## src/design/fb_consts.svh

```systemverilog
`ifndef FB_CONSTS_SVH
`define FB_CONSTS_SVH

// ****************************************
// frame buffer geometry
// ****************************************

// one pixel on the user ports
`define FB_PIXEL_W        16

// pixels packed into one memory word
`define FB_PIX_PER_WORD   4

// interleaved ram banks, selected by the low word address bits
`define FB_NUM_BANKS      4

// words held in each bank
`define FB_BANK_DEPTH     64

`endif

```

## src/design/fb_pkg.sv

```systemverilog
`default_nettype none
`include "fb_consts.svh"

package fb_pkg;

    // ****************************************
    // vector types
    // ****************************************
    typedef logic [`FB_PIXEL_W-1:0]                     pixel_t;
    typedef logic [`FB_PIX_PER_WORD*`FB_PIXEL_W-1:0]    word_t;      // lane 0 in low bits
    typedef logic [$clog2(`FB_PIX_PER_WORD)-1:0]        lane_t;
    typedef logic [$clog2(`FB_NUM_BANKS)-1:0]           bank_sel_t;  // low word addr bits
    typedef logic [$clog2(`FB_BANK_DEPTH)-1:0]          bank_row_t;  // upper word addr bits
    typedef logic [$bits(bank_row_t)+$bits(bank_sel_t)-1:0] word_addr_t;
    typedef logic [$bits(word_addr_t)+$bits(lane_t)-1:0]    pix_addr_t;

    // ****************************************
    // request structs
    // ****************************************
    typedef struct packed {
        logic       valid;
        word_addr_t addr;
        word_t      data;
    } mem_wr_t;

    typedef struct packed {
        logic       valid;
        word_addr_t addr;
        lane_t      lane;   // pixel wanted from the returned word
    } mem_rd_t;

    typedef struct packed {
        logic      en;
        bank_row_t row;
        word_t     data;
    } bank_wr_t;

    typedef struct packed {
        logic      en;
        bank_row_t row;
    } bank_rd_t;

endpackage

`default_nettype wire

```

## src/design/ram_bank.sv

```systemverilog
`timescale 1ns/1ps
`default_nettype none
`include "fb_consts.svh"

module ram_bank (
    input  wire                   i_sys_clk,
    input  wire fb_pkg::bank_wr_t i_bank_wr,
    input  wire fb_pkg::bank_rd_t i_bank_rd,
    output fb_pkg::word_t         o_rd_word     // holds between reads
);

    // ****************************************
    // word storage, maps to block ram
    // ****************************************
    fb_pkg::word_t mem [0:`FB_BANK_DEPTH-1];

    always_ff @(posedge i_sys_clk) begin
        if (i_bank_wr.en) begin
            mem[i_bank_wr.row] <= i_bank_wr.data;
        end
    end

    // same row written and read in one cycle returns the old word
    always_ff @(posedge i_sys_clk) begin
        if (i_bank_rd.en) begin
            o_rd_word <= mem[i_bank_rd.row];
        end
    end

endmodule

`default_nettype wire

```

## config.mk

```make
export PLATFORM = sky130hd
export DESIGN_NAME = ram_bank
export DESIGN_NICKNAME = d
export VERILOG_FILES = /design/src/design/fb_pkg.sv /design/src/design/ram_bank.sv
export VERILOG_INCLUDE_DIRS = /design/src /design/src/design
export SDC_FILE = /design/constraint.sdc
export NUM_CORES = 2
export LEC_CHECK = 0
export BUFFER_PORTS_ARGS = -buffer_cell sky130_fd_sc_hd__buf_2
export CAP_MARGIN = 20
export CORE_ASPECT_RATIO = 1.1
export CORE_MARGIN = 8
export CORE_UTILIZATION = 30
export DETAILED_ROUTE_END_ITERATION = 10
export GPL_ROUTABILITY_DRIVEN = 0
export PLACE_DENSITY = 0.52
export SYNTH_ARGS = -nofsm -noshare
export SYNTH_HDL_FRONTEND = slang
export SYNTH_SLANG_ARGS = --single-unit
export TNS_END_PERCENT = 5
```

## constraint.sdc

```tcl
create_clock -name i_sys_clk -period 7.3 [get_ports i_sys_clk]
set_input_delay 1.46 -clock i_sys_clk [delete_from_list [all_inputs] [get_ports i_sys_clk]]
set_output_delay 1.46 -clock i_sys_clk [all_outputs]
set_load 0.1 [all_outputs]
```

After elaboration in Yosys (flattened, before gate mapping)
Memory sizes are Yosys's and may differ from the RTL's. A register that Yosys moved wholly into a read port is not among the register bits.
Index checks and enable logic that the tools add are counted.
W data, S select, Z words.
Word-level totals
  bits in registers: 0
  memory bits (writable): 4096
  input port bits: 79
  output and inout port bits: 64
  word-level logic and storage cells: 3
  memories: 1
Cells by class
  mux-type cells: 2
Memory list
  mem: words 64, bits a word 64, read ports 1, clocked after Yosys merged registers in 1, wr ports 1, RTL line ram_bank.sv:15  | fb_pkg::word_t mem [0:`FB_BANK_DEPTH-1];
Operators by type and width (count)
  $mux W1: 2

Logic depth before layout (Yosys ltp)
  depth in word-level cells: 2
  mapped depth: 9
  depth with buffers taken out: 5

Worst setup path after synthesis
OpenSTA, ideal clock, no wires.
  kind: in2reg
  start: in i_bank_wr[67] (netlist name)
  end: mem mem[48][0] (netlist name) (enable)
  library setup time: 0.564 ns
  data arrival time: 6.332 ns
  required time: 6.736 ns
  path slack: 0.404 ns
  stages on the path: 4
  buffers on the path: 1
  path through: clkbuf_1 > nor2b_1 > nand4b_1 > nor3_1
RTL lines
  start, declared: RTL line ram_bank.sv:7  | input wire fb_pkg::bank_wr_t i_bank_wr,
  end, declared: RTL line ram_bank.sv:15
Straight into the memory's write port.

==> results by group <==
Status
  • Status: finished clean

Cells and area
  • Reg area: 0.125 mm²
  • Finished Core Util: 0.348
  • Nets@finish: 7097
  • Area Overhead vs Synth: 15.4%
  • Layout cell share with drive strength beyond 1: 0.284
  • Fill count: 47800
  • Multi-input logic area: 0.0308 mm²

Synth
  • Mapped Cells: 6598
  • Post-synth EDFFs: 4160
  • Seq/Total Area, Yosys: 0.796
  • Net Count, Synth: 6677
  • Yosys reg bits: 4160
  • Yosys Warn Count: 0
  • Library cells used by synthesis: 32
  • Fraction of registers with async set/reset: 0
  • Average size of a mapped cell: 23.8 µm²
  • Synthesized area: 0.157 mm²
  • Main flop type after synthesis: edfxtp_1

Critical path
  • CP required: 7.94 ns
  • Crit end category: flip-flop
  • CP arrival: 4.56 ns
  • R2r worst-path depth: 5
  • FF-to-FF End: o_rd_word[18]
  • Worst r2r src: mem[12][18]
  • Critical path, cell by cell: buf_12 -> buf_4 -> buf_4 -> mux4_2 -> a22oi_1 -> and3_1 -> a211oi_1
  • CP Class: input pin to flip-flop
  • CP Max Fanout: 59
  • Reg2reg setup slack: 5.03 ns
  • Max stage delay on crit path: 0.76 ns
  • Crit path launch type: input pin
  • CP max-delay cell: buf_4
  • Cell mode on critical path: buf_4

Min path
  • Worst Hold Class: input pin to flip-flop
  • WHS Path Cells: 1
  • Worst Hold End: mem[54][62]
  • Hold Crit Start: i_bank_wr[62]

Clock network
  • H-tree levels: 5
  • PostCTS Resize Cnt: 0
  • CTS tree: yes
  • Clk slew on worst S/H paths: 0.06 ns
  • TritonCTS Sinks: 4160
  • Total CTS buffers: 396
  • # Post-CTS Setup Buffers: 0
  • CTS root buf: clkbuf_16
  • # hold bufs at CTS: 0
  • Clock tree buffer depth: 4
  • Worst-Skew Late Latency: 0.93 ns

Drt
  • WL/cell: 33.1 µm
  • Total iterations of the first detailed-routing run: 7
  • DR iter-0 viols: 8328
  • Number of remaining DRC errors: 0
  • Vias per inst: 5.26
  • Vias: 74900
  • Post-route ant nets: 0
  • DRT Wirelength: 470 mm

GRT
  • Largest net degree at the start of global routing: 103
  • Vias in the first global route: 77500
  • Initial antenna violation count: 67
  • All-Layer GR Usage: 0.167
  • First-pass GRT wire length: 645 mm
  • GRT overflow: 0

STA
  • Final Hold Fails: 0
  • Final critical-path share of the clock period: 0.537
  • Least-Margin Pin Slew: 1.29 ns
  • Hold slack final: 0.817 ns
  • RSZ-0062 raised after global routing: false
  • Slew Limit Fails: 0
  • Worst rel slew slack: 0.137
  • Final Skew: 0.0545 ns
  • Min Tclk post-route: 3.92 ns
  • Total negative slack: 0 ns
  • Fmax: 0.255 GHz
  • Endpoints failing setup: 0

Floorplanning
  • Row count: 278
  • I/O pins: 143
  • Starting Density: 0.301
  • Die ar.: 0.547 mm²
  • DIE HEIGHT: 775 µm
  • Die width: 706 µm
  • Core Footprint: 0.521 mm²

Place
  • Hpwl dp: 248 mm
  • Port bufs: 142

Pwr
  • PwrDens: 275 mW/mm²
  • Pleak: 0.0552 µW
  • VDD IR max: 0.183 mV

Job
  • Max Cap Viol: 0
==> logic make-up after synthesis <==
family          share of synthesized area
compound gates                     0.0247
buf+inv                            0.0118
flops                               0.796
mux                                 0.156
simple gates                       0.0123
==> sequential cells by signal (all words and copies together), names as in the netlist <==
register,cells
mem,4096
o_rd_word,64
==> routing by layer <==
layer,routed length [µm],global-route usage,up-vias
met1,190000,0.220,42000
li1,-,-,29400
met3,29600,0.0237,669
met5,157,0,-
met2,238000,0.290,2776
met4,11700,0.0406,24
==> final cells by class <==
| class | instances | share of cell area |
|---|---|---|
| diodes | 31 | 0.000428 |
| clock buffers | 468 | 0.0570 |
| clock inverters | 245 | 0.0139 |
| inverters | 19 | 0.000394 |
| multi-input cells | 2049 | 0.170 |
| flip-flops and latches | 4160 | 0.690 |
| well taps | 6860 | 0.0474 |
| repair buffers | 392 | 0.0213 |
==> how the worst max path moves through the flow <==
stage / startpoint / to / cells past startpoint
after CTS: i_bank_rd[0] / o_rd_word[29] / 7
after detailed placement: i_bank_rd[0] / o_rd_word[29] / 7
after global routing: i_bank_rd[0] / o_rd_word[22] / 7
after floorplan: i_bank_wr[67] / mem[48][0] / 4
after global placement: i_bank_rd[0] / o_rd_word[50] / 7
final: i_bank_rd[0] / o_rd_word[29] / 7
==> cell usage in the layout, fill, tap and decap left out, drive strengths merged <==
| master | count |
|---|---|
| or3b | 1 |
| nand3 | 45 |
| nor3 | 2 |
| nor2 | 112 |
| o22ai | 83 |
| a2bb2oi | 19 |
| a31oi | 18 |
| clkinvlp | 12 |
| bufinv | 45 |
| and2 | 3 |
| or2 | 28 |
| or3 | 29 |
| edfxtp | 4160 |
| nand4 | 2 |
| mux4 | 1024 |
| a22o | 88 |
| and3 | 64 |
| diode | 31 |
| mux2i | 135 |
| a211oi | 63 |
| a31o | 1 |
| buf | 392 |
| a22oi | 168 |
| clkbuf | 468 |
| inv | 29 |
| a41oi | 26 |
| clkinv | 178 |
| nand2b | 11 |
| nand3b | 2 |
| o221ai | 38 |
| nor2b | 28 |
| nand4b | 1 |
| nand2 | 58 |
==> critical path, delay by kind of cell <==
kind | cells | cell delay (ns)
buffers and inverters | 3 | 1.73
multiplexers | 1 | 0.57
AO/OA/AOI/OAI | 2 | 0.29
AND/OR/NAND/NOR | 1 | 0.23
==> where the power goes <==
group,internal [µW],switching [µW],total [µW]
sequential,26500,103,26600
clock,11700,8940,20600
combinational,845,1690,2530
total,39100,10700,49800
==> Yosys cell counts (29+ instances only) <==
master | n | share of area
nand2_1 | 58 | 0.0014
clkbuf_1 | 140 | 0.0033
buf_2 | 170 | 0.0054
mux2i_1 | 135 | 0.0086
nor2_1 | 112 | 0.0027
a22o_1 | 88 | 0.0049
buf_4 | 34 | 0.0016
a211oi_1 | 63 | 0.0030
o221ai_1 | 38 | 0.0021
nand3_1 | 45 | 0.0014
and3_1 | 64 | 0.0026
mux4_2 | 1024 | 0.15
a22oi_1 | 168 | 0.0080
o22ai_1 | 83 | 0.0033
edfxtp_1 | 4160 | 0.80
or3_1 | 29 | 0.0012
==> through the flow <==
| step | power [µW] | area [µm²] | instances | setup WS [ns] |
|---|---|---|---|---|
| after global routing | 51100 | 181000 | 14200 | 3.14 |
| after detailed placement | 29700 | 168000 | 13500 | 2.33 |
| after global placement | 29600 | 168000 | 13400 | 2.35 |
| after floorplan | 28500 | 157000 | 6598 | 0.404 |
| final | 49800 | 181000 | 14200 | 3.38 |
| after CTS | 50200 | 180000 | 14200 | 3.36 |
No activity file was read; power rests on OpenSTA's default activity.
