[config.mk]
export PLATFORM = sky130hd
export DESIGN_NAME = pixel_unpacker
export DESIGN_NICKNAME = d
export VERILOG_FILES = /design/src/design/fb_pkg.sv /design/src/design/pixel_unpacker.sv
export VERILOG_INCLUDE_DIRS = /design/src /design/src/design
export SDC_FILE = /design/constraint.sdc
export NUM_CORES = 1
export LEC_CHECK = 0
export BUFFER_PORTS_ARGS = -buffer_cell sky130_fd_sc_hd__buf_2
export CAP_MARGIN = 20
export CORE_AREA = 2 2 116 118
export DETAILED_ROUTE_END_ITERATION = 16
export DIE_AREA = 0 0 118 120
export GPL_TIMING_DRIVEN = 0
export PLACE_DENSITY_LB_ADDON = 0.25
export SKIP_LAST_GASP = 1
export SYNTH_ARGS = -nofsm -noshare
export SYNTH_HDL_FRONTEND = slang
export SYNTH_SLANG_ARGS = --single-unit
[constraint.sdc]
create_clock -name i_sys_clk -period 5.2 [get_ports i_sys_clk]
set_input_delay 1.04 -clock i_sys_clk [delete_from_list [all_inputs] [get_ports i_sys_clk]]
set_output_delay 1.04 -clock i_sys_clk [all_outputs]
set_load 0.005 [all_outputs]
[src/design/fb_consts.svh]
`ifndef FB_CONSTS_SVH
`define FB_CONSTS_SVH

// ****************************************
// frame buffer geometry
// ****************************************

// one pixel on the user ports
`define FB_PIXEL_W        16

// pixels packed into one memory word
`define FB_PIX_PER_WORD   4

// interleaved ram banks, selected by the low word address bits
`define FB_NUM_BANKS      4

// words held in each bank
`define FB_BANK_DEPTH     64

`endif

[src/design/fb_pkg.sv]
`default_nettype none
`include "fb_consts.svh"

package fb_pkg;

    // ****************************************
    // vector types
    // ****************************************
    typedef logic [`FB_PIXEL_W-1:0]                     pixel_t;
    typedef logic [`FB_PIX_PER_WORD*`FB_PIXEL_W-1:0]    word_t;      // lane 0 in low bits
    typedef logic [$clog2(`FB_PIX_PER_WORD)-1:0]        lane_t;
    typedef logic [$clog2(`FB_NUM_BANKS)-1:0]           bank_sel_t;  // low word addr bits
    typedef logic [$clog2(`FB_BANK_DEPTH)-1:0]          bank_row_t;  // upper word addr bits
    typedef logic [$bits(bank_row_t)+$bits(bank_sel_t)-1:0] word_addr_t;
    typedef logic [$bits(word_addr_t)+$bits(lane_t)-1:0]    pix_addr_t;

    // ****************************************
    // request structs
    // ****************************************
    typedef struct packed {
        logic       valid;
        word_addr_t addr;
        word_t      data;
    } mem_wr_t;

    typedef struct packed {
        logic       valid;
        word_addr_t addr;
        lane_t      lane;   // pixel wanted from the returned word
    } mem_rd_t;

    typedef struct packed {
        logic      en;
        bank_row_t row;
        word_t     data;
    } bank_wr_t;

    typedef struct packed {
        logic      en;
        bank_row_t row;
    } bank_rd_t;

endpackage

`default_nettype wire

[src/design/pixel_unpacker.sv]
`timescale 1ns/1ps
`default_nettype none
`include "fb_consts.svh"

module pixel_unpacker (
    input  wire                                 i_sys_clk,
    input  wire                                 i_rst_n,
    input  wire                                 i_rd_rst,     // reload read pointer
    input  wire                                 i_rd_req,
    input  wire fb_pkg::pix_addr_t              i_rd_addr,
    output fb_pkg::mem_rd_t                     o_mem_rd,
    input  wire fb_pkg::word_t [`FB_NUM_BANKS-1:0] i_bank_words,
    output logic                                o_rd_valid,
    output fb_pkg::pixel_t                      o_rd_data
);

    fb_pkg::pix_addr_t  rd_ptr;
    logic               req_vld_q;
    fb_pkg::word_addr_t req_addr_q;
    fb_pkg::lane_t      req_lane_q;
    logic [1:0]         tag_vld;        // [0] router stage, [1] bank stage
    fb_pkg::bank_sel_t  tag_sel [2];
    fb_pkg::lane_t      tag_lane [2];
    fb_pkg::word_t      sel_word;
    fb_pkg::pixel_t     sel_pixel;

    // ****************************************
    // pointer and request register
    // ****************************************
    always_ff @(posedge i_sys_clk) begin
        if (!i_rst_n) begin
            rd_ptr    <= '0;
            req_vld_q <= 1'b0;
        end else begin
            req_vld_q <= i_rd_req;
            if (i_rd_rst) begin
                rd_ptr <= i_rd_addr;            // any pixel, no alignment
            end else if (i_rd_req) begin
                rd_ptr <= rd_ptr + 1'b1;
            end
        end
    end

    always_ff @(posedge i_sys_clk) begin
        if (i_rd_req) begin
            req_addr_q <= fb_pkg::word_addr_t'(rd_ptr >> $bits(fb_pkg::lane_t));
            req_lane_q <= fb_pkg::lane_t'(rd_ptr);
        end
    end

    assign o_mem_rd = '{valid: req_vld_q, addr: req_addr_q, lane: req_lane_q};

    // ****************************************
    // tags follow the router and bank stages
    // ****************************************
    always_ff @(posedge i_sys_clk) begin
        if (!i_rst_n) begin
            tag_vld    <= '0;
            o_rd_valid <= 1'b0;
        end else begin
            tag_vld    <= {tag_vld[0], o_mem_rd.valid};
            o_rd_valid <= tag_vld[1];
        end
    end

    always_ff @(posedge i_sys_clk) begin
        tag_sel[0]  <= fb_pkg::bank_sel_t'(o_mem_rd.addr);
        tag_lane[0] <= o_mem_rd.lane;
        tag_sel[1]  <= tag_sel[0];
        tag_lane[1] <= tag_lane[0];
        if (tag_vld[1]) begin
            o_rd_data <= sel_pixel;
        end
    end

    assign sel_word  = i_bank_words[tag_sel[1]];    // bank that answered
    assign sel_pixel = sel_word[tag_lane[1]*`FB_PIXEL_W +: `FB_PIXEL_W];

endmodule

`default_nettype wire

== Word-level counts from Yosys, hierarchy flattened ==
Memory sizes are Yosys's and may differ from the RTL's.
Cells that the tools add are included.

* Logic and storage cells: 17
* Memory bits (writable): 8
* Input bits: 270
* Memories: 2
* Register bits: 40
* Output and inout port bits: 28

* Multiplexer cells: 4
* Shift-type cells: 1
* Add/sub/neg operators: 1
* Reductions and logical operators: 1
* Magnitude comparators: 1

{| class="wikitable"
|+ Memories
! memory !! depth !! bits a word !! rd ports !! clocked after Yosys merged registers in !! write ports !! RTL line !! source
|-
| tag_lane || 2 || 2 || 2 || 0 || 2 || pixel_unpacker.sv:23 || <nowiki>fb_pkg::lane_t tag_lane [2];</nowiki>
|-
| tag_sel || 2 || 2 || 2 || 0 || 2 || pixel_unpacker.sv:22 || <nowiki>fb_pkg::bank_sel_t tag_sel [2];</nowiki>
|}

{| class="wikitable"
|+ Operator list
! cell !! count
|-
| $bmux W64 S2 || 1
|-
| $mux W64 || 1
|-
| $shiftx A64 B7 Y16 || 1
|-
| $mux W10 || 2
|-
| $add A10 B1 Y10 const B || 1
|-
| $lt A2 B3 Y1 const B || 1
|-
| $reduce_bool A2 Y1 || 1
|}

== Longest topological paths before layout ==
* Depth after elaboration: 3
* Mapped depth: 5
* Depth with buffers taken out: 4

== Worst setup path after synthesis ==
Ideal clock, no wire load.

* Kind: input port to flip-flop
* Start point: input i_bank_words[75] in the netlist's numbering
* End point: register o_rd_data[11], data pin
* Stages on the path: 3
* Library setup time: 259 ps
* Path buffers: 0
* Data required time: 4,941 ps
* Setup slack: 3,191 ps
* Arrival time: 1,750 ps
* Cells stage by stage: mux4_1 a22oi_1 nand2_1

* Cells in the longest elaborated chain, start to end: 3

{| class="wikitable"
|+ Ends and longest elaborated chain
! item !! RTL line !! source
|-
| from (decl) || pixel_unpacker.sv:12 || <nowiki>input wire fb_pkg::word_t [`FB_NUM_BANKS-1:0] i_bank_words,</nowiki>
|-
| $bmux W64 S2 || pixel_unpacker.sv:76 || <nowiki>assign sel_word = i_bank_words[tag_sel[1]];</nowiki>
|-
| $mux W64 (implied by the code) || pixel_unpacker.sv:76 ||
|-
| $shiftx A64 B7 Y16 || pixel_unpacker.sv:77 || <nowiki>assign sel_pixel = sel_word[tag_lane[1]*`FB_PIXEL_W +: `FB_PIXEL_W];</nowiki>
|-
| net sel_pixel[11] || pixel_unpacker.sv:25 || <nowiki>fb_pkg::pixel_t sel_pixel;</nowiki>
|-
| to (signal assigned) || pixel_unpacker.sv:72 || <nowiki>o_rd_data <= sel_pixel;</nowiki>
|-
| to (decl) || pixel_unpacker.sv:14 || <nowiki>output fb_pkg::pixel_t o_rd_data</nowiki>
|}

The timed path passes the listed nets, and every way through them passes these cells. The select of a mux whose other input is x is not followed.
A chain may end at the register's enable or synchronous reset.

==> key figures <==
Synth
  • Mapped Cells: 247
  • Synth Area per Inst: between 10 and 15 sq um
  • Async SR Flop Fraction: 0
  • Warnings from Yosys: 0
  • Cell variety after synth: 41
  • Synth top area share: 0.336
  • Synth Flop Type: edfxtp_1
  • Synth area leaders: mux4_2 34%, edfxtp_1 22%, dfxtp_1 12%
  • Mapped Area: about 3600 sq um
  • Seq/Total Area, Yosys: 0.337
  • Post-Syn Nets: 518
  • Synthesized flop and latch total: 48
  • Synth area leader: mux4_2
  • Number of enable flip-flop cells after synthesis: 26

Worst setup path
  • Crit-path max FO: 10
  • Crit. End Element: flip-flop
  • Max stage delay on crit path: 0.54 ns
  • CP Class: reg2reg
  • Slowest CP cell: clkbuf_1
  • Critical path, cell by cell: buf_4 -> clkbuf_1 -> mux4_1 -> a22oi_1 -> nand2_1
  • Crit start category: flip-flop
  • Flop2flop setup slack: 3.12 ns
  • Arrival time worst endpoint: 2.11 ns
  • Worst Path Required: 5.23 ns

STA
  • Fmax: 0.480 GHz
  • RSZ-0062 raised after global routing: false
  • Fin crit share: 0.400
  • Hold_ws: about 0.33 ns
  • Setup violators final: 0
  • Hold Vio Cnt, Final: 0
  • Final Worst Setup Slack: between 3 and 4 ns
  • Skew final: 0.00376 ns
  • Setup TNS: 0 ns
  • Max-slew violations: 0
  • Slew of the pin with the lowest slew margin: around 0.84 ns
  • Normalized max-slew margin: 0.437
  • Minimum clock period: between 2 and 2.5 ns

Layout
  • Finished Layout Cells: 731
  • Layout cells sized above 1: 0.685
  • Fillers: 1299
  • Layout area overhead: 52.1%
  • Final nets: 822

Drt
  • WL per Instance: between 20 and 25 um
  • Via density: 5.18
  • Final wirelength: 15.2 mm
  • Residual DRC count: 0
  • Post-DRT Antenna Nets: 0
  • DRT Pass-1 Iters: 5
  • Via count: between 3000 and 4000
  • Starting DRC count in detailed routing: roughly 310

Floorplanning
  • Initial core utilization: 0.279
  • Core area: 13000 sq um
  • Die height: 120 um
  • Die outline width: 118 um
  • Die Area: 14200 sq um
  • I/O pin cnt: roughly 300
  • FP Rows: 42

Worst hold path
  • Worst Hold Class: reg2reg

Clocking
  • CTS hold repair buffers: 0
  • Clk slew on worst S/H paths: ~0.070 ns
  • Clock Path Buffers: 2
  • Sink Count: between 40 and 50
  • Post-CTS Resized: 0
  • Num CTS Buffers: 5
  • Root Buffer: clkbuf_16
  • TritonCTS clock tree: built
  • Post-CTS setup repair buffer count: 0
  • Clk_lat worst skew: 0.28 ns
  • H-tree depth: 2

Global route
  • Vias in the first global route: 3974
  • Congestion Overflow GR: 0
  • GRT Overall Usage: 0.208
  • Global-route wire length before repair: about 22 mm
  • Largest net degree at the start of global routing: 18
  • Initial antenna violation count: 3

Power
  • P per Cell Area: 212 nW/um^2
  • VDD IR max: 209 uV
  • Leak: 2.54 nW

Job
  • Max Cap Violations: 0

Placement
  • Routability cong.: 0.966
  • # port buffers: 297
  • Dpl cells: between 700 and 800
  • Setup WS pre-CTS: between 2 and 3 ns
  • Hpwl dp: 13.0 mm

Status
  • Status: completed
layout by cell type, fill, tap and decap left out, drive strengths merged, types with 2 or more instances in the layout:
cell type	synthesis	layout
nand2	20	20
a41oi	2	2
and2	6	6
dfxtp	22	22
nand4	4	4
o21ai	4	4
nor3b	2	2
nor2b	4	4
nand3	2	2
o211a	5	5
nand2b	5	5
clkbuf	10	15
inv	2	4
mux4	64	64
a22oi	32	32
buf	14	311
xnor2	4	4
diode	0	3
and4	3	3
edfxtp	26	26
layer usage:
layer	vias to the layer above	routed length, um	global-route usage
met2	191	8010	0.382
met1	1898	5690	0.240
met5	-	0	0
li1	1678	-	-
met4	0	378	0.0587
met3	20	1100	0.0504
cell type report:
class / count / area [sq um] / share of cell area
multi-input combinational: 171 / 2200 / 0.399
timing repair buffer: 297 / 1490 / 0.270
sequential: 48 / 1220 / 0.222
tap: 176 / 220 / 0.0400
buffer: 26 / 193 / 0.0350
clock buffer: 5 / 125 / 0.0227
clock inverter: 3 / 45.0 / 0.00818
inverter: 2 / 7.51 / 0.00136
antenna: 3 / 7.51 / 0.00136
state kept, by name, indices dropped and copies added (netlist names):
register	cells
tag_sel	4
req_vld_q	1
o_rd_data	16
tag_vld	2
o_rd_valid	1
req_lane_q	2
tag_lane	4
rd_ptr	10
req_addr_q	8
worst paths after layout:
check | start | to | depth (start not counted)
setup / recovery | tag_sel[0][3] | o_rd_data[12] | 5
setup reg to reg | tag_sel[0][3] | o_rd_data[12] | 5
hold reg to reg | tag_sel[0][1] | tag_sel[0][3] | 0
hold / removal | tag_sel[0][1] | tag_sel[0][3] | 0
critical path: cells and delay by family, from the launching register on:
family	cells	cell delay, ns
buf+inv	2	0.73
mux	1	0.39
simple gates	1	0.09
compound gates	1	0.30
flops	1	0.31
power breakdown:
group,switching (mW),internal (mW)
Combinational,0.143,0.208
Clock,0.149,0.229
Sequential,0.0129,0.426
Total,0.305,0.863
kinds of logic (layout without fill, tap and decap cells):
| group | Yosys count | after routing | share of synthesized area |
|---|---|---|---|
| muxes | 65 | 65 | 0.411 |
| DFF | 48 | 48 | 0.337 |
| AOI/OAI and AO/OA | 50 | 50 | 0.107 |
| other | 0 | 3 | 0 |
| adders and majority gates | 1 | 1 | 0.00346 |
| buffers and inverters | 28 | 333 | 0.0553 |
| and+or+nand+nor | 51 | 51 | 0.0760 |
| xor gates and xnor gates | 4 | 4 | 0.00968 |
through the flow:
step            util  cell area (sq um)  power, mW
2_1_floorplan      -               3620      0.637
3_3_place_gp   0.410               5330      0.793
3_5_place_dp   0.410               5330      0.800
4_1_cts        0.423               5500       1.19
5_1_grt        0.424               5500       1.23
6_report       0.424               5500       1.17
Yosys cell counts, types with 2 or more instances:
cell type and number:
o211a_1 5, inv_1 2, clkbuf_1 7, nand3_1 2, buf_6 4, nand2b_1 5, o21ai_0 4, xnor2_1 4
nor3b_1 2, nand4_1 4, edfxtp_1 26, a22oi_1 32, a41oi_1 2, and2_1 5, nand2_1 20, mux4_1 10
buf_4 6, mux4_2 54, nor2b_1 4, clkbuf_8 2, and4_1 3, buf_2 4, dfxtp_1 22
Note: power is estimated with default switching activity, not from simulation.
