**src/design/fb_consts.svh**
```systemverilog
`ifndef FB_CONSTS_SVH
`define FB_CONSTS_SVH

// ****************************************
// frame buffer geometry
// ****************************************

// one pixel on the user ports
`define FB_PIXEL_W        16

// pixels packed into one memory word
`define FB_PIX_PER_WORD   4

// interleaved ram banks, selected by the low word address bits
`define FB_NUM_BANKS      4

// words held in each bank
`define FB_BANK_DEPTH     64

`endif

```
**src/design/fb_pkg.sv**
```systemverilog
`default_nettype none
`include "fb_consts.svh"

package fb_pkg;

    // ****************************************
    // vector types
    // ****************************************
    typedef logic [`FB_PIXEL_W-1:0]                     pixel_t;
    typedef logic [`FB_PIX_PER_WORD*`FB_PIXEL_W-1:0]    word_t;      // lane 0 in low bits
    typedef logic [$clog2(`FB_PIX_PER_WORD)-1:0]        lane_t;
    typedef logic [$clog2(`FB_NUM_BANKS)-1:0]           bank_sel_t;  // low word addr bits
    typedef logic [$clog2(`FB_BANK_DEPTH)-1:0]          bank_row_t;  // upper word addr bits
    typedef logic [$bits(bank_row_t)+$bits(bank_sel_t)-1:0] word_addr_t;
    typedef logic [$bits(word_addr_t)+$bits(lane_t)-1:0]    pix_addr_t;

    // ****************************************
    // request structs
    // ****************************************
    typedef struct packed {
        logic       valid;
        word_addr_t addr;
        word_t      data;
    } mem_wr_t;

    typedef struct packed {
        logic       valid;
        word_addr_t addr;
        lane_t      lane;   // pixel wanted from the returned word
    } mem_rd_t;

    typedef struct packed {
        logic      en;
        bank_row_t row;
        word_t     data;
    } bank_wr_t;

    typedef struct packed {
        logic      en;
        bank_row_t row;
    } bank_rd_t;

endpackage

`default_nettype wire

```
**src/design/bank_router.sv**
```systemverilog
`timescale 1ns/1ps
`default_nettype none
`include "fb_consts.svh"

module bank_router (
    input  wire                                  i_sys_clk,
    input  wire                                  i_rst_n,
    input  wire fb_pkg::mem_wr_t                 i_mem_wr,
    input  wire fb_pkg::mem_rd_t                 i_mem_rd,
    output fb_pkg::bank_wr_t [`FB_NUM_BANKS-1:0] o_bank_wr,
    output fb_pkg::bank_rd_t [`FB_NUM_BANKS-1:0] o_bank_rd
);

    fb_pkg::bank_sel_t        wr_sel;
    fb_pkg::bank_sel_t        rd_sel;
    fb_pkg::bank_row_t        wr_row;
    fb_pkg::bank_row_t        rd_row;
    logic [`FB_NUM_BANKS-1:0] wr_en_q;       // one hot or zero
    logic [`FB_NUM_BANKS-1:0] rd_en_q;
    fb_pkg::bank_row_t        wr_row_q;
    fb_pkg::bank_row_t        rd_row_q;
    fb_pkg::word_t            wr_data_q;

    // ****************************************
    // address split, bank in the low bits
    // ****************************************
    assign wr_sel = fb_pkg::bank_sel_t'(i_mem_wr.addr);
    assign rd_sel = fb_pkg::bank_sel_t'(i_mem_rd.addr);
    assign wr_row = fb_pkg::bank_row_t'(i_mem_wr.addr >> $bits(fb_pkg::bank_sel_t));
    assign rd_row = fb_pkg::bank_row_t'(i_mem_rd.addr >> $bits(fb_pkg::bank_sel_t));

    always_ff @(posedge i_sys_clk) begin
        if (!i_rst_n) begin
            wr_en_q <= '0;
            rd_en_q <= '0;
        end else begin
            for (int b = 0; b < `FB_NUM_BANKS; b++) begin
                wr_en_q[b] <= i_mem_wr.valid && (wr_sel == fb_pkg::bank_sel_t'(b));
                rd_en_q[b] <= i_mem_rd.valid && (rd_sel == fb_pkg::bank_sel_t'(b));
            end
        end
    end

    // row and word are shared by all banks, the enable picks one
    always_ff @(posedge i_sys_clk) begin
        if (i_mem_wr.valid) begin
            wr_row_q  <= wr_row;
            wr_data_q <= i_mem_wr.data;
        end
        if (i_mem_rd.valid) begin
            rd_row_q <= rd_row;
        end
    end

    always_comb begin
        for (int b = 0; b < `FB_NUM_BANKS; b++) begin
            o_bank_wr[b] = '{en: wr_en_q[b], row: wr_row_q, data: wr_data_q};
            o_bank_rd[b] = '{en: rd_en_q[b], row: rd_row_q};
        end
    end

endmodule

`default_nettype wire

```
**config.mk**
```make
export PLATFORM = sky130hd
export DESIGN_NAME = bank_router
export DESIGN_NICKNAME = d
export VERILOG_FILES = /design/src/design/fb_pkg.sv /design/src/design/bank_router.sv
export VERILOG_INCLUDE_DIRS = /design/src /design/src/design
export SDC_FILE = /design/constraint.sdc
export NUM_CORES = 1
export LEC_CHECK = 0
export ABC_CLOCK_PERIOD_IN_PS = 800
export BUFFER_PORTS_ARGS = -buffer_cell sky130_fd_sc_hd__buf_4
export CAP_MARGIN = 20
export CORE_AREA = 5 5 152 154
export CTS_CLUSTER_DIAMETER = 50
export CTS_CLUSTER_SIZE = 30
export DETAILED_ROUTE_END_ITERATION = 7
export DIE_AREA = 0 0 157 159
export GPL_TIMING_DRIVEN = 0
export PLACE_DENSITY = 0.51
export SKIP_CTS_REPAIR_TIMING = 1
export SYNTH_ARGS = -nofsm -noshare
export SYNTH_HDL_FRONTEND = slang
export SYNTH_SLANG_ARGS = --single-unit
```
**constraint.sdc**
```tcl
create_clock -name i_sys_clk -period 0.8 [get_ports i_sys_clk]
set_clock_uncertainty 0.1 [all_clocks]
set_input_delay 0.08 -clock i_sys_clk [delete_from_list [all_inputs] [get_ports i_sys_clk]]
set_output_delay 0.08 -clock i_sys_clk [all_outputs]
set_load 0.02 [all_outputs]
```
# [Word level (Yosys, flattened, before mapping)]
# Cells that the tools add are included.
[classes] n_eq_ne=6 n_reduce_logical=10
[op_table] cell="== test 2 bit, second input constant" count=4
[op_table] cell="logical AND 1 bit" count=8
[op_table] cell="== test 2 x 1 -> 1 bit, second input constant" count=2
[op_table] cell="logical NOT 2 bit" count=2
[totals] regBits=84 input_bits=86 out_inout_bits=312 word_cells=21

# [Longest topological paths before layout]
# Gate-level depths: netlist of run 1.
[depth] ltp_word=2 ltp_mapped=1 ltp_nobuf=1

# [Least setup slack after synthesis of run 1]
# Ideal clock, no wire load.
[synth_path] path_kind="reg2out" startpoint="register rd_row_q[3]" endpoint="output o_bank_rd[10] (netlist bit)" arrival_time_ps=697 required_ps=620 slack_ps=-77 path_stages_with_launch=2 path_buffers=1 cell_sequence="edfxtp_1 > buf_4"
[synth_rtl] item="from (decl)" line_no="bank_router.sv:21" source="fb_pkg::bank_row_t rd_row_q;"
[synth_rtl] item="from (signal assigned)" line_no="bank_router.sv:51" source="rd_row_q <= rd_row;"
[synth_rtl] item="to (decl)" line_no="bank_router.sv:11" source="output fb_pkg::bank_rd_t [`FB_NUM_BANKS-1:0] o_bank_rd"
# No word-level cell between the ends.

# [Worst setup path after layout of run 1]
[layout_path] startpoint="register rd_row_q[0]" endpoint="output o_bank_rd[7] (netlist bit)"
# No word-level cell between the ends.

==> reports/results.md, run 1 <==
### Status
- run status: finished, violations left
- failing checks: hold timing, setup timing

### Global routing
- number of global-route vias before repair: 3171
- global-route wire length before repair: 19000 um
- number of antenna violations at the first check in global routing: 0
- largest net degree at the start of global routing: 75
- Total Routing Usage GR: 10.1%
- total grt overflow: 0

### Setup path
- dominant delay contributor by cell family on the critical path: flip-flops
- critical path cell sequence: buf_4 > buf_6
- critical path peak fanout: 4
- sort of element at the end of the critical path: primary output
- critical path's largest stage delay: 0.51 ns
- critical path class: reg2out
- worst setup path startpoint: rd_row_q[0]
- arrival time at the worst endpoint: 1.16 ns
- capturing instance or port of the critical path: o_bank_rd[7]
- Buffers & Inverters on Critical Path: 2
- number of stages on the worst setup path: 2
- CP max-delay cell: sky130_fd_sc_hd__edfxtp_1
- CP Data Required Time: 0.62 ns
- CP startpoint kind: flip-flop

### Detailed routing
- routed via count: 3765
- Final ANT Viol Nets: 0
- via-per-instance ratio: 3.46
- Avg WL per Cell: 14.6 um
- Starting DRT DRC Count: 71
- post-route DRC violation count: 0
- first-pass iteration count of the detailed router: 4
- final wirelength: 15900 um

### Synth
- Post-Syn Nets: 406
- total of flip-flops plus latches after synthesis: 84
- post-synthesis share of cell area spent on full adders, half adders and majority gates: 0%
- number of different library cells in the post-synthesis netlist: 7
- compound-gate portion of the synthesized area: 0%
- largest area contributor in the synthesized netlist: sky130_fd_sc_hd__edfxtp_1
- Seq/Total Area, Yosys: 57.6%
- post-synth top area share: 53.8%
- parity-gate share of the synthesized area counting xor and xnor cells: 0%
- synthesized netlist cell count: 320
- largest cells by area after synthesis: sky130_fd_sc_hd__edfxtp_1, sky130_fd_sc_hd__buf_4, sky130_fd_sc_hd__dfxtp_1
- synthesized-area fraction occupied by and/or/nand/nor cells: 2.06%
- number of warnings reported in the yosys synthesis log: 0
- Synth Cell Area: 4240 um^2
- largest family of logic cells by synthesized area: buffers and inverters
- multiplexer share of the synthesized area: 0%
- mean area per synthesized cell: 13.3 um^2

### Final layout
- leading cell types in the layout, fill and taps excluded: sky130_fd_sc_hd__buf_6, sky130_fd_sc_hd__buf_4, sky130_fd_sc_hd__dlygate4sd3_1, sky130_fd_sc_hd__edfxtp_1, sky130_fd_sc_hd__clkbuf_16
- synthesis-to-finish area growth: 141%
- Antenna Diode Count: 0
- Final nets: 888
- most common cell after layout, fill and taps aside: sky130_fd_sc_hd__buf_6
- finished layout cell area: 10200 um^2
- proportion of layout cells with a drive suffix above 1: 80.8%

### Clock tree
- Worst-path clk slew: 0.07 ns
- CTS H-tree depth: 3
- CTS root buf: sky130_fd_sc_hd__clkbuf_16
- clock tree from TritonCTS: done
- CTS buffer count: 9
- clk sinks: 84
- maximum clock insertion buffer count: 2

### Floorplan
- num ports: 398
- Core Region: 21600 um^2
- Die X-Extent: 157 um
- die boundary height: 159 um
- Total Die Area: 25000 um^2
- num rows: 54
- initial cell density of the core: 19.7%

### STA
- number of max-slew violations in the final report: 0
- Worst Setup Slack, final: -0.541 ns
- post-route clock period utilization: 168%
- Final TNS setup: -138.30 ns
- minimum clock period after layout: 1.34 ns
- final count of hold timing violations: 14
- number of setup violations in the final report: 312
- pin slew with the least headroom to its limit: 0.619 ns
- Max-slew headroom: 58.8%
- unrepaired setup endpoints after global routing: true
- Worst Hold Margin: -0.0667 ns
- maximum clock frequency: 0.746 GHz

### Placed design
- placed inst area: 7560 um^2
- final weighted congestion in routability-driven placement: 0.720
- number of input and output port buffers inserted: 395
- post-detail-place hpwl: 11700 um

### Pwr
- cell leakage power: 0.00483 uW
- power per cell area: 1660 nW/um^2
- Max IR drop VDD: 0.00101 V

### Worst hold path
- worst hold-check path type: in2reg
- hold-critical path depth: 1

### Flow run
- MaxCap Viol Count: 0

## layer usage
layer,share of wire (%),track usage (%),vias to the layer above
met5,0,0,-
li1,-,-,1798
met4,1.6,3.51,0
met1,31,9.57,1733
met2,56,19.3,216
met3,11,4.21,18
## state kept, by name, indices dropped and copies added, names as in the netlist
| name | count |
|---|---|
| wr_row_q | 6 |
| rd_en_q | 4 |
| wr_en_q | 4 |
| rd_row_q | 6 |
| wr_data_q | 64 |
## worst min-delay path by stage
stage,start,endpoint,slack [ns]
floorplan,i_mem_rd[4],rd_row_q[0],0.08
global placement,i_mem_rd[4],rd_row_q[0],0.16
detailed placement,i_mem_wr[32],wr_data_q[32],0.16
CTS,i_mem_wr[63],wr_data_q[63],-0.21
global route,i_mem_rd[10],rd_row_q[0],-0.08
finish,i_mem_rd[10],rd_row_q[0],-0.07
## cell type report
| cell class | instances | area, um^2 |
|---|---|---|
| Sequential cell | 84 | 2450 |
| Timing Repair Buffer | 471 | 4890 |
| Tap cell | 280 | 350 |
| Multi-Input combinational cell | 8 | 87.6 |
| Clock buffer | 9 | 225 |
| Buffer | 228 | 2100 |
| Fill cell | 1884 | 11300 |
| Clock inverter | 7 | 97.6 |
## report_power, final
part / switching, uW / internal [uW]
Combinational: 2700 / 3960
Sequential: 511 / 5170
Clock: 1800 / 2750
## cell families (layout without fill, tap and decap cells)
family / Yosys count / after routing
and+or+nand+nor: 8 / 8
buffers and inverters: 228 / 715
DFF: 84 / 84
## Yosys cell counts, drive strengths merged
cell type	number
edfxtp	76
buf	228
and4	2
dfxtp	8
and4b	4
and4bb	2
## per-stage QoR
step / cells / power [uW] / hold WS (ns) / util [%] / setup slack, ns
floorplan: 320 / 8380 / 0.0789 / - / -0.0768
global placement: 995 / 10800 / 0.158 / 35.1 / -0.596
detailed placement: 995 / 10800 / 0.159 / 35.1 / -0.590
CTS: 1011 / 15500 / -0.211 / 36.6 / -0.604
global route: 1087 / 17600 / -0.0813 / 47.4 / -0.582
finish: 1087 / 16900 / -0.0667 / 47.4 / -0.541
No activity file was read; power rests on OpenSTA's default activity.
==> run 2: changes to the inputs <==
Settings changed: GPL_TIMING_DRIVEN 0 to 1.
==> run 2 against run 1 <==
Net effect:
- the run still ends with hold timing, setup timing left
- global-route usage fell by 1.9 points
- sequential cell count did not move
- die area did not move
- routed wire length fell by 16%
- setup slack improved by 0.12 ns
- utilization fell by 9.8 points
- clock power rose by 4%
- critical path depth fell by 1
- critical path type unchanged
- largest cell class unchanged
- highest routed layer unchanged
==> reports/results.md, run 2 (synthesized netlist as in run 1, its figures left out) <==
### Floorplan
- num ports: 398
- Total Die Area: 25000 um^2
- Die X-Extent: 157 um
- num rows: 54
- initial cell density of the core: 19.7%
- Core Region: 21600 um^2
- die boundary height: 159 um

### Detailed routing
- final wirelength: 13400 um
- Starting DRT DRC Count: 69
- Final ANT Viol Nets: 0
- Avg WL per Cell: 15.5 um
- post-route DRC violation count: 0
- first-pass iteration count of the detailed router: 4
- via-per-instance ratio: 3.46
- routed via count: 2980

### STA
- Max-slew headroom: 81.7%
- post-route clock period utilization: 152%
- Worst Hold Margin: -0.0539 ns
- Worst Setup Slack, final: -0.420 ns
- unrepaired setup endpoints after global routing: true
- final count of hold timing violations: 14
- number of setup violations in the final report: 312
- pin slew with the least headroom to its limit: 0.275 ns
- number of max-slew violations in the final report: 0
- minimum clock period after layout: 1.22 ns
- maximum clock frequency: 0.820 GHz

### Setup path
- critical path cell sequence: buf_4
- sort of element at the end of the critical path: primary output
- critical path's largest stage delay: 0.50 ns
- CP startpoint kind: flip-flop
- CP max-delay cell: sky130_fd_sc_hd__edfxtp_1
- critical path peak fanout: 4
- critical path class: reg2out
- arrival time at the worst endpoint: 1.04 ns
- dominant delay contributor by cell family on the critical path: flip-flops
- Buffers & Inverters on Critical Path: 1
- CP Data Required Time: 0.62 ns

### Pwr
- net switching power figure: 4550 uW
- power share of the combinational group: 31.9%
- internal power: 10900 uW
- Max IR drop VDD: 0.000991 V
- cell leakage power: 0.00361 uW
- clock share of power: 30.8%
- share of power burned in registers: 37.3%
- Sw Ratio: 29.5%
- power per cell area: 1900 nW/um^2

### Flow run
- MaxCap Viol Count: 0

### Global routing
- global-route wire length before repair: 15800 um
- total grt overflow: 0
- largest net degree at the start of global routing: 44
- number of antenna violations at the first check in global routing: 0
- Total Routing Usage GR: 8.23%
- number of global-route vias before repair: 2590

### Placed design
- final weighted congestion in routability-driven placement: 0.721
- number of input and output port buffers inserted: 395
- post-detail-place hpwl: 9510 um
- pre-CTS setup slack: -0.0980 ns

### Clock tree
- CTS buffer count: 9
- clock tree from TritonCTS: done
- CTS root buf: sky130_fd_sc_hd__clkbuf_16
- clk sinks: 84
- CTS H-tree depth: 3
- Worst-path clk slew: 0.06 ns
- maximum clock insertion buffer count: 2

### Final layout
- top flop regs: wr_data_q: 64 flops, rd_row_q: 6 flops, wr_row_q: 6 flops
- leading cell types in the layout, fill and taps excluded: sky130_fd_sc_hd__buf_6, sky130_fd_sc_hd__buf_4, sky130_fd_sc_hd__dlygate4sd3_1, sky130_fd_sc_hd__edfxtp_1, sky130_fd_sc_hd__clkbuf_16
- largest register by flop count: wr_data_q
- most common cell after layout, fill and taps aside: sky130_fd_sc_hd__buf_6
- synthesis-to-finish area growth: 91.1%
- utilization of the core after routing: 37.6%
- Antenna Diode Count: 0
- Final nets: 663
- proportion of layout cells with a drive suffix above 1: 73.0%
- max FFs per register: 64

### Worst hold path
- worst hold-check path type: in2reg

### Status
- run status: finished, violations left
- failing checks: hold timing, setup timing

[run 2: path summary, 6_finish.rpt]
check | from | end | slack, ns | depth (start not counted)
hold / removal | i_mem_rd[10] | rd_row_q[0] | -0.05 | 1
setup / recovery | wr_data_q[56] | o_bank_wr[127] | -0.42 | 1
[run 2: power by group through the flow]
stage | combinational, uW | clock [uW] | sequential, uW
after floorplan | 2460 | 0 | 5930
after global placement | 3960 | 0 | 5610
after detailed placement | 3930 | 0 | 5630
after CTS | 3930 | 4980 | 5550
after global routing | 5100 | 5120 | 5810
final | 4920 | 4750 | 5750
[run 2: cell type report]
type	instances	area (um^2)
Clock inverter	4	97.6
Sequential cell	84	2450
Multi-Input combinational cell	8	87.6
Fill cell	2008	13400
Tap cell	280	350
Timing Repair Buffer	474	4880
Clock buffer	12	236
[run 2: routing by layer]
| metal | wire length (um) | track usage [%] |
|---|---|---|
| met1 | 3950 | 7.81 |
| met2 | 7720 | 15.9 |
| met3 | 1560 | 3.26 |
| met4 | 161 | 2.60 |
| met5 | 0 | 0 |
[run 2: through the flow]
| stage | power, uW | setup TNS, ns | cell area, um^2 | instances |
|---|---|---|---|---|
| finish | 15400 | -117.56 | 8110 | 862 |
| global route | 16000 | -132.64 | 8110 | 862 |
| CTS | 14500 | -116.08 | 6220 | 785 |
| detailed placement | 9560 | -6.74 | 5890 | 769 |
| global placement | 9560 | -5.09 | 5890 | 769 |
| floorplan | 8380 | -17.52 | 4240 | 320 |
