===== config.mk =====
export PLATFORM = sky130hd
export DESIGN_NAME = pixel_packer
export DESIGN_NICKNAME = d
export VERILOG_FILES = /design/src/design/fb_pkg.sv /design/src/design/pixel_packer.sv
export VERILOG_INCLUDE_DIRS = /design/src /design/src/design
export SDC_FILE = /design/constraint.sdc
export NUM_CORES = 1
export LEC_CHECK = 0
export BUFFER_PORTS_ARGS = -buffer_cell sky130_fd_sc_hd__buf_2
export CORE_AREA = 2 2 121 123
export DETAILED_ROUTE_END_ITERATION = 6
export DIE_AREA = 0 0 123 125
export GPL_TIMING_DRIVEN = 0
export PLACE_DENSITY = 0.65
export SKIP_CTS_REPAIR_TIMING = 1
export SYNTH_ARGS = -nofsm -noshare
export SYNTH_HDL_FRONTEND = slang
export SYNTH_SLANG_ARGS = --single-unit

===== constraint.sdc =====
create_clock -name i_sys_clk -period 5.9 [get_ports i_sys_clk]
set_input_delay 0.295 -clock i_sys_clk [delete_from_list [all_inputs] [get_ports i_sys_clk]]
set_output_delay 0.295 -clock i_sys_clk [all_outputs]
set_load 0.005 [all_outputs]

===== src/design/fb_consts.svh =====
`ifndef FB_CONSTS_SVH
`define FB_CONSTS_SVH

// ****************************************
// frame buffer geometry
// ****************************************

// one pixel on the user ports
`define FB_PIXEL_W        16

// pixels packed into one memory word
`define FB_PIX_PER_WORD   4

// interleaved ram banks, selected by the low word address bits
`define FB_NUM_BANKS      4

// words held in each bank
`define FB_BANK_DEPTH     64

`endif


===== src/design/fb_pkg.sv =====
`default_nettype none
`include "fb_consts.svh"

package fb_pkg;

    // ****************************************
    // vector types
    // ****************************************
    typedef logic [`FB_PIXEL_W-1:0]                     pixel_t;
    typedef logic [`FB_PIX_PER_WORD*`FB_PIXEL_W-1:0]    word_t;      // lane 0 in low bits
    typedef logic [$clog2(`FB_PIX_PER_WORD)-1:0]        lane_t;
    typedef logic [$clog2(`FB_NUM_BANKS)-1:0]           bank_sel_t;  // low word addr bits
    typedef logic [$clog2(`FB_BANK_DEPTH)-1:0]          bank_row_t;  // upper word addr bits
    typedef logic [$bits(bank_row_t)+$bits(bank_sel_t)-1:0] word_addr_t;
    typedef logic [$bits(word_addr_t)+$bits(lane_t)-1:0]    pix_addr_t;

    // ****************************************
    // request structs
    // ****************************************
    typedef struct packed {
        logic       valid;
        word_addr_t addr;
        word_t      data;
    } mem_wr_t;

    typedef struct packed {
        logic       valid;
        word_addr_t addr;
        lane_t      lane;   // pixel wanted from the returned word
    } mem_rd_t;

    typedef struct packed {
        logic      en;
        bank_row_t row;
        word_t     data;
    } bank_wr_t;

    typedef struct packed {
        logic      en;
        bank_row_t row;
    } bank_rd_t;

endpackage

`default_nettype wire


===== src/design/pixel_packer.sv =====
`timescale 1ns/1ps
`default_nettype none
`include "fb_consts.svh"

module pixel_packer (
    input  wire                    i_sys_clk,
    input  wire                    i_rst_n,
    input  wire                    i_wr_rst,    // reload pointer, drop partial word
    input  wire                    i_wr_req,
    input  wire fb_pkg::pixel_t    i_wr_data,
    input  wire fb_pkg::pix_addr_t i_wr_addr,
    output fb_pkg::mem_wr_t        o_mem_wr
);

    fb_pkg::pix_addr_t  wr_ptr;         // next pixel position
    fb_pkg::lane_t      wr_lane;
    fb_pkg::word_t      asm_word;       // lanes collected so far
    fb_pkg::word_t      asm_next;
    logic               word_done;
    logic               wr_vld_q;
    fb_pkg::word_addr_t wr_addr_q;
    fb_pkg::word_t      wr_data_q;

    assign wr_lane   = fb_pkg::lane_t'(wr_ptr);
    assign word_done = i_wr_req && !i_wr_rst &&
                       (wr_lane == fb_pkg::lane_t'(`FB_PIX_PER_WORD - 1));

    // drop the incoming pixel into its lane
    always_comb begin
        asm_next = asm_word;
        asm_next[wr_lane*`FB_PIXEL_W +: `FB_PIXEL_W] = i_wr_data;
    end

    always_ff @(posedge i_sys_clk) begin
        if (!i_rst_n) begin
            wr_ptr   <= '0;
            wr_vld_q <= 1'b0;
        end else begin
            wr_vld_q <= word_done;                  // one pulse per full word
            if (i_wr_rst) begin
                wr_ptr <= i_wr_addr & ~fb_pkg::pix_addr_t'(`FB_PIX_PER_WORD - 1);
            end else if (i_wr_req) begin
                wr_ptr <= wr_ptr + 1'b1;            // wraps at the top
            end
        end
    end

    // lanes left over from an abandoned word get overwritten from lane 0
    always_ff @(posedge i_sys_clk) begin
        if (i_wr_req) begin
            asm_word <= asm_next;
        end
        if (word_done) begin
            wr_addr_q <= fb_pkg::word_addr_t'(wr_ptr >> $bits(fb_pkg::lane_t));
            wr_data_q <= asm_next;
        end
    end

    assign o_mem_wr = '{valid: wr_vld_q, addr: wr_addr_q, data: wr_data_q};

endmodule

`default_nettype wire


Word level (Yosys, flattened, before mapping) --
Index checks and enable logic that the tools add are counted. Widths: inputs -> output; s select.
Word-level totals: input bits 30, register bits after elaboration 147, output and inout bits 73, word-level logic and storage cells 20
Operators by class: add/subtract/negate cells 2, mux-type cells 3, bitwise operators 1, equality and inequality tests 1, shift-type cells 2, reductions and logical operators 5
Operator list (number):
- $bwmux 64 | 1
- $shift 16x34->64 const A | 1
- $shiftx 16x34->64 | 1
- $neg 6->34 | 1
- $mux 10 | 2
- $add 10x1->10 const B | 1
- $eq 2x2->1 const B | 1
- $logic_and 1x1->1 | 2
- $reduce_bool 2->1 | 1
- $reduce_or 2->1 | 1
- $logic_not 1->1 | 1
- $not 1->1 | 1

Longest topological paths before layout --
Gate-level depths: netlist (run 1).
depth in word-level cells 3, mapped depth 7

Worst setup path before layout (run 1) --
No wires, ideal clock.
kind register -> register, start point register wr_ptr[0], end point register wr_addr_q[0], enable pin, setup time 0.502 ns, data arrival time 3.814 ns, cell stages (with the launch flop) 4, period minus slack after synthesis 4.316 ns, required time 5.398 ns, path slack 1.584 ns, cell sequence dfxtp_1 -> ha_1 -> nand2_1 -> nor2_1
On the way: longest elaborated chain between the ends 2
Ends and longest elaborated chain:
- from (decl) | line pixel_packer.sv:15 | fb_pkg::pix_addr_t wr_ptr;
- from (signal assigned) | line pixel_packer.sv:41 | wr_ptr <= i_wr_addr & ~fb_pkg::pix_addr_t'(`FB_PIX_PER_WORD - 1);
- from (signal assigned) | line pixel_packer.sv:43 | wr_ptr <= wr_ptr + 1'b1;
- $eq 2x2->1 | line pixel_packer.sv:26 | (wr_lane == fb_pkg::lane_t'(`FB_PIX_PER_WORD - 1));
- $logic_and 1x1->1 | line pixel_packer.sv:25 | assign word_done = i_wr_req && !i_wr_rst &&
- net word_done | line pixel_packer.sv:19 | logic word_done;
- to (signal assigned) | line pixel_packer.sv:54 | wr_addr_q <= fb_pkg::word_addr_t'(wr_ptr >> $bits(fb_pkg::lane_t));
- to (decl) | line pixel_packer.sv:21 | fb_pkg::word_addr_t wr_addr_q;
The timed path passes the listed nets, and every way through them passes these cells. A chain may end at the register's enable or synchronous reset.

Worst setup path in the final report (run 1) --
start point register wr_ptr[0], end point register asm_word[29] (data pin)
On the way: longest elaborated chain between the ends 3
Ends and longest elaborated chain:
- $neg 6->34 * | line pixel_packer.sv:31 | asm_next[wr_lane*`FB_PIXEL_W +: `FB_PIXEL_W] = i_wr_data;
- $shiftx 16x34->64 / $shift 16x34->64 (equally long branches) | line pixel_packer.sv:31
- $bwmux 64 * | line pixel_packer.sv:31
- net asm_next[29] | line pixel_packer.sv:18 | fb_pkg::word_t asm_next;
- to (signal assigned) | line pixel_packer.sv:51 | asm_word <= asm_next;
- to (decl) | line pixel_packer.sv:17 | fb_pkg::word_t asm_word;
The timed path passes the listed nets; every way through them passes the cells marked *.

==> results of run 1 <==
## metrics by stage
stage / area [um^2] / setup TNS [ns] / power (mW)
after global placement: 6230 / -69.99 / 1.33
final: 6910 / 0 / 2.45
after floorplan: 5500 / 0 / 1.28
after CTS: 6910 / 0 / 2.48
after global routing: 6910 / 0 / 2.54
after detailed placement: 6280 / 0 / 1.33
## critical path, cell delays in order (launching register included)
cell and delay, ns:
dfxtp_1 0.51, inv_2 0.13, ha_1 0.35, nor2_1 0.22
and4_1 0.21, buf_2 0.23, buf_2 0.30, a22o_1 0.20
## power by group through the flow
stage | logic [mW] | registers, mW | clock network (mW)
after floorplan | 0.0631 | 1.22 | 0
after global placement | 0.104 | 1.22 | 0
after detailed placement | 0.108 | 1.23 | 0
after CTS | 0.110 | 1.20 | 1.16
after global routing | 0.121 | 1.21 | 1.21
final | 0.108 | 1.20 | 1.14
## cells in the final DEF (no fill, tap or decap), types with 2 or more instances in the layout
cell,n
ha_1,6
buf_12,2
a31oi_1,2
clkbuf_16,17
bufinv_16,4
or4_1,3
inv_6,2
xnor2_1,2
nand2b_1,3
nand3_1,4
a21oi_1,2
clkinv_1,3
o21a_1,2
xor2_1,2
inv_1,20
dfxtp_1,11
edfxtp_1,136
nor2_1,4
and4_1,2
clkinvlp_4,2
buf_4,3
nand2_1,19
clkinv_4,4
clkbuf_1,6
buf_2,104
nand4_1,4
o21ai_0,19
nor3_1,2
o311a_1,2
a22o_1,48
## routing by layer
layer  share of wire  wire length, um  global-route usage
met4           0.016              177              0.0528
met1            0.44             4920               0.201
met2            0.48             5430               0.241
met5               0                0                   0
met3           0.064              716              0.0534
## cells in the mapped netlist (3+ instances only)
library cell / number / share of area
ha_1: 6 / 0.014
clkbuf_1: 6 / 0.0041
or4_1: 3 / 0.0041
a22o_1: 48 / 0.076
buf_2: 5 / 0.0046
nand2b_1: 3 / 0.0034
nand2_1: 19 / 0.013
nor2_1: 5 / 0.0034
dfxtp_1: 11 / 0.040
inv_1: 20 / 0.014
o21ai_0: 19 / 0.017
edfxtp_1: 136 / 0.74
nand3_1: 4 / 0.0036
nand4_1: 4 / 0.0046
## kinds of logic (layout without fill, tap and decap cells)
kind of cell	after synthesis	in the layout	synth area share
flops	147	147	0.783
compound gates	80	80	0.111
simple gates	51	51	0.0546
buf+inv	37	171	0.0294
fa+ha+maj	6	6	0.0137
xor+xnor	4	4	0.00637
mux	1	1	0.00182
## layout make-up
cell class | count | area, um^2
inverter | 22 | 82.6
timing repair buffer | 102 | 543
sequential | 147 | 4300
clock buffer | 17 | 425
fill | 1238 | 7290
clock inverter | 15 | 206
tap | 184 | 230
multi-input combinational | 142 | 1040
buffer | 15 | 78.8
## how the worst max path moves through the flow
stage	from	endpoint	slack, ns
6_report	wr_ptr[0]$_SDFFE_PP0P_	asm_word[29]$_DFFE_PP_	3.58
5_1_grt	wr_ptr[0]$_SDFFE_PP0P_	asm_word[61]$_DFFE_PP_	3.35
4_1_cts	wr_ptr[0]$_SDFFE_PP0P_	asm_word[61]$_DFFE_PP_	3.51
3_5_place_dp	i_wr_req	wr_data_q[55]$_DFFE_PP_	3.28
3_3_place_gp	i_wr_req	wr_data_q[39]$_DFFE_PP_	-0.98
2_1_floorplan	wr_ptr[0]$_SDFFE_PP0P_	wr_addr_q[0]$_DFFE_PP_	1.58
## registers in the layout, indices dropped and copies added, names as in the netlist
name / count
wr_vld_q: 1
wr_data_q: 64
wr_addr_q: 8
asm_word: 64
wr_ptr: 10
==> impl_metrics.csv, run 1 <==
group,metric,value,unit
pwr,clock_power_share,0.465,
route,drt.antenna.violating_nets,0,
cells_and_area,utilization,0.487,
route,wirelength,11200,um
placed_design,placedCellCount,612,
grt,antenna_found_initial,0,
synth,synth_nets,362,
run_status,outcome,"finished, final reports clean",
sta,holdWs,0.157,ns
die,boundaryPins,103,
cts,clock_sinks,147,
worst_setup_path,crit_fanout,10,
pwr,ir_worst_vdd,166,uV
cts,htreeDepth,4,
worst_setup_path,r2r-start,"wr_ptr[0]$_SDFFE_PP0P_",
route,first_iter_violations,209,
cells_and_area,syn_to_final_growth,25.7,%
sta,fin_crit,2.32,ns
sta,fin_crit_sh,0.392,
cells_and_area,instances_no_fill,644,
worst_setup_path,start_kind,"flop",
pwr,swShare,0.207,
worst_setup_path,path_class,"reg -> reg",
placed_design,hpwl,7160,um
pwr,power_switching,0.508,mW
synth,synth_ff_type,"edfxtp_1",
synth,synth_seq_cells,147,
flow_run,cap_violations,0,
worst_setup_path,timing.rr.end,"asm_word[29]$_DFFE_PP_",
sta,setup_viol,0,
hold_path,hold_end,"wr_ptr[4]$_SDFFE_PN0P_",
route,vias_per_cell,5.05,
placed_design,finalWeightedCongestion,0.793,
grt,grt.overflow.total,0,
route,first_pass_iters,4,
grt,grt_max_degree,66,
synth,synth_cell_types,42,
worst_setup_path,crit_required,6.17,ns
worst_setup_path,reg2reg_slack,3.58,ns
cts,cts_buffers,17,
grt,grt_pass1_vias,3280,
sta,worst_slack,3.58,ns
route,vias,3249,
die,floorplan.initialDensity,0.387,
synth,synth.yosys.seq_area_share,0.783,
cts,cts_buffer_depth,2,
synth,synth_area,5500,um^2
synth,async_flop_share,0,
sta,max_freq,0.432,GHz
sta,worst_pin_slew,0.916,ns
synth,synth_edf_count,136,
sta,finalHoldViolations,0,
grt,grt_util_all_layers,0.154,
die,fp.dieW,123,um
placed_design,dp_slack,3.28,ns
placed_design,portBuffers,100,
sta,fin_skew,0.00968,ns
cells_and_area,fin_nets,483,
worst_setup_path,r2r_cells,7,
die,coreArea,14200,um^2
worst_setup_path,cp-end-kind,"flop",
pwr,p_leak,2.61,nW
cells_and_area,drive_gt1_frac,0.317,
sta,rsz0062_at_grt,"false",
hold_path,min-delay-start,"i_wr_addr[4]",
cts,insertion_delay,0.42,ns
cts,root_buffer,"clkbuf_16",
pwr,p_seq_frac,0.491,
pwr,power_density,355,nW/um^2
synth,yosysWarnings,0,
hold_path,whs_path_depth,3,
die,die_area,15400,um^2
grt,grt_pass1_wl,17600,um
synth,syn_inst,326,
sta,slew_headroom,0.389,
die,rows,44,
die,die_h,125,um
pwr,p_int,1.94,mW
cells_and_area,antennaDiodeCount,0,
cts,clk_pin_slew,0.06,ns
route,drc,0,
synth,syn_avg_cell_area,16.9,um^2
hold_path,hp-class,"in -> reg",
route,avgRoutedWirePerCell,17.4,um
cts,cts_tree,"yes",
worst_setup_path,cp_data_arrival_time,2.59,ns
pwr,combPwrFrac,0.044,
sta,drv_slew,0,
Power figures use the tool's default switching activity.
==> inputs of run 2 (changes only) <==
==> constraint.sdc (replaced) <==
create_clock -name i_sys_clk -period 2.43 [get_ports i_sys_clk]
set_input_delay 0.1215 -clock i_sys_clk [delete_from_list [all_inputs] [get_ports i_sys_clk]]
set_output_delay 0.1215 -clock i_sys_clk [all_outputs]
set_load 0.005 [all_outputs]
==> impl_metrics.csv, run 2 (same netlist as run 1, synthesis figures left out) <==
group,metric,value,unit
route,first_pass_iters,4,
worst_setup_path,critical_path.endpoint,"asm_word[11]$_DFFE_PP_",
worst_setup_path,crit_chain,"inv_1, ha_1, and4bb_2, clkbuf_2, buf_2, nand2_1, o21ai_0",
cells_and_area,instances_no_fill,645,
worst_setup_path,cp-end-kind,"flop",
cells_and_area,top_regs,"asm_word x64, wr_data_q x64, wr_ptr x10",
sta,fin_crit_sh,0.915,
placed_design,hpwl,7350,um
cells_and_area,layout_common_cells,"edfxtp_1, buf_2, a22o_1, inv_1",
pwr,p_leak,2.64,nW
die,rows,44,
worst_setup_path,reg2reg_slack,0.21,ns
worst_setup_path,r2r_cells,7,
route,vias_per_cell,5.04,
sta,fin_skew,0.00590,ns
route,first_iter_violations,278,
cells_and_area,drive_gt1_frac,0.317,
die,fp.dieW,123,um
route,vias,3251,
grt,grt_pass1_wl,17900,um
cts,htreeDepth,4,
worst_setup_path,path_delay_family,"buffers and inverters",
route,drt.antenna.violating_nets,0,
die,die_h,125,um
sta,worst_pin_slew,0.873,ns
placed_design,placed_area,6320,um^2
pwr,power_density,867,nW/um^2
worst_setup_path,crit_fanout,10,
grt,gr-usage-met3,0.0511,
grt,grt_pass1_vias,3193,
sta,worst_slack,0.205,ns
grt,grt_util_all_layers,0.159,
sta,tns,0,ns
cells_and_area,fin_nets,486,
cells_and_area,antennaDiodeCount,0,
worst_setup_path,path_class,"reg -> reg",
cts,cts_buffers,17,
worst_setup_path,crit_buf_inv,3,
worst_setup_path,cp_data_arrival_time,2.42,ns
grt,met2_usage,0.243,
placed_design,dp_slack,-0.145,ns
run_status,outcome,"complete, but fails checks",
worst_setup_path,cp_slowest_cell,"dfxtp_1",
worst_setup_path,timing.rr.end,"asm_word[11]$_DFFE_PP_",
sta,slew_headroom,0.418,
grt,grt_busiest_layer,"met2",
cts,cts_tree,"yes",
run_status,violations,"hold timing",
cells_and_area,final_area,6980,um^2
cells_and_area,layout_commonest_cell,"edfxtp_1",
route,avgRoutedWirePerCell,18.1,um
placed_design,placedCellCount,613,
cts,cts_buffer_depth,2,
die,die_area,15400,um^2
sta,holdWs,-0.00799,ns
grt,antenna_found_initial,0,
sta,finalHoldViolations,1,
worst_setup_path,start_kind,"flop",
die,coreArea,14200,um^2
worst_setup_path,r2r-start,"wr_ptr[1]$_SDFFE_PP0P_",
pwr,total_power,6.05,mW
cells_and_area,utilization,0.492,
route,wirelength,11700,um
cts,clk_pin_slew,0.06,ns
route,drc,0,
sta,setup_viol,0,
die,boundaryPins,103,
sta,drv_slew,0,
cts,clock_sinks,147,
cts,insertion_delay,0.41,ns
sta,fin_crit,2.22,ns
cells_and_area,syn_to_final_growth,27.0,%
grt,met1_usage,0.211,
worst_setup_path,crit_required,2.63,ns
flow_run,cap_violations,0,
die,floorplan.initialDensity,0.387,
grt,grt.overflow.total,0,
pwr,ir_worst_vdd,421,uV
hold_path,hp-class,"in -> reg",
worst_setup_path,crit_path_start,"wr_ptr[1]$_SDFFE_PP0P_",
placed_design,portBuffers,100,
sta,rsz0062_at_grt,"false",
cts,root_buffer,"clkbuf_16",
sta,max_freq,0.450,GHz
worst_setup_path,max_stage_delay,0.44,ns
grt,grt_max_degree,66,
worst_setup_path,path_depth,7,
placed_design,finalWeightedCongestion,0.751,
-- run 2: cell count changes in the layout (fill, tap and decap cells not counted), sizes merged --
cell / change
buf: +2
dlygate4sd3: +1
clkbuf: +2
clkinv: -2
clkinvlp: -1
inv: -3
bufinv: +2
-- run 2: area by class of cell --
type                       count  area [um^2]
fill                        1225         7220
sequential                   147         4310
multi-input combinational    142         1040
timing repair buffer         105          603
clock buffer                  19          433
tap                          184          230
clock inverter                11          210
inverter                      22         82.6
buffer                        15         78.8
-- run 2: how the worst min path moves through the flow --
stage	depth (start not counted)	start	endpoint	slack, ns
floorplan	0	i_wr_req	asm_word[0]$_DFFE_PP_	0.23
global placement	3	i_wr_addr[4]	wr_ptr[4]$_SDFFE_PN0P_	0.40
detailed placement	3	i_wr_addr[4]	wr_ptr[4]$_SDFFE_PN0P_	0.40
CTS	3	i_wr_addr[4]	wr_ptr[4]$_SDFFE_PN0P_	-0.04
global route	3	i_wr_addr[2]	wr_ptr[2]$_SDFFE_PN0P_	0.04
finish	3	i_wr_addr[3]	wr_ptr[3]$_SDFFE_PN0P_	-0.008
-- run 2: per-layer routing --
layer | vias up | share of wire
li1 | 1524 | -
met1 | 1594 | 0.43
met2 | 124 | 0.49
met3 | 9 | 0.072
met4 | 0 | 0.010
met5 | - | 0
-- run 2: worst min-delay path: stages --
cell     delay [ns]
buf_2          0.07
o21ai_0        0.06
a21oi_1        0.11
-- run 2: power by group --
group / internal (mW) / total (mW) / switching [mW]
logic: 0.106 / 0.265 / 0.159
registers: 2.89 / 2.93 / 0.0392
clock network: 1.91 / 2.86 / 0.958
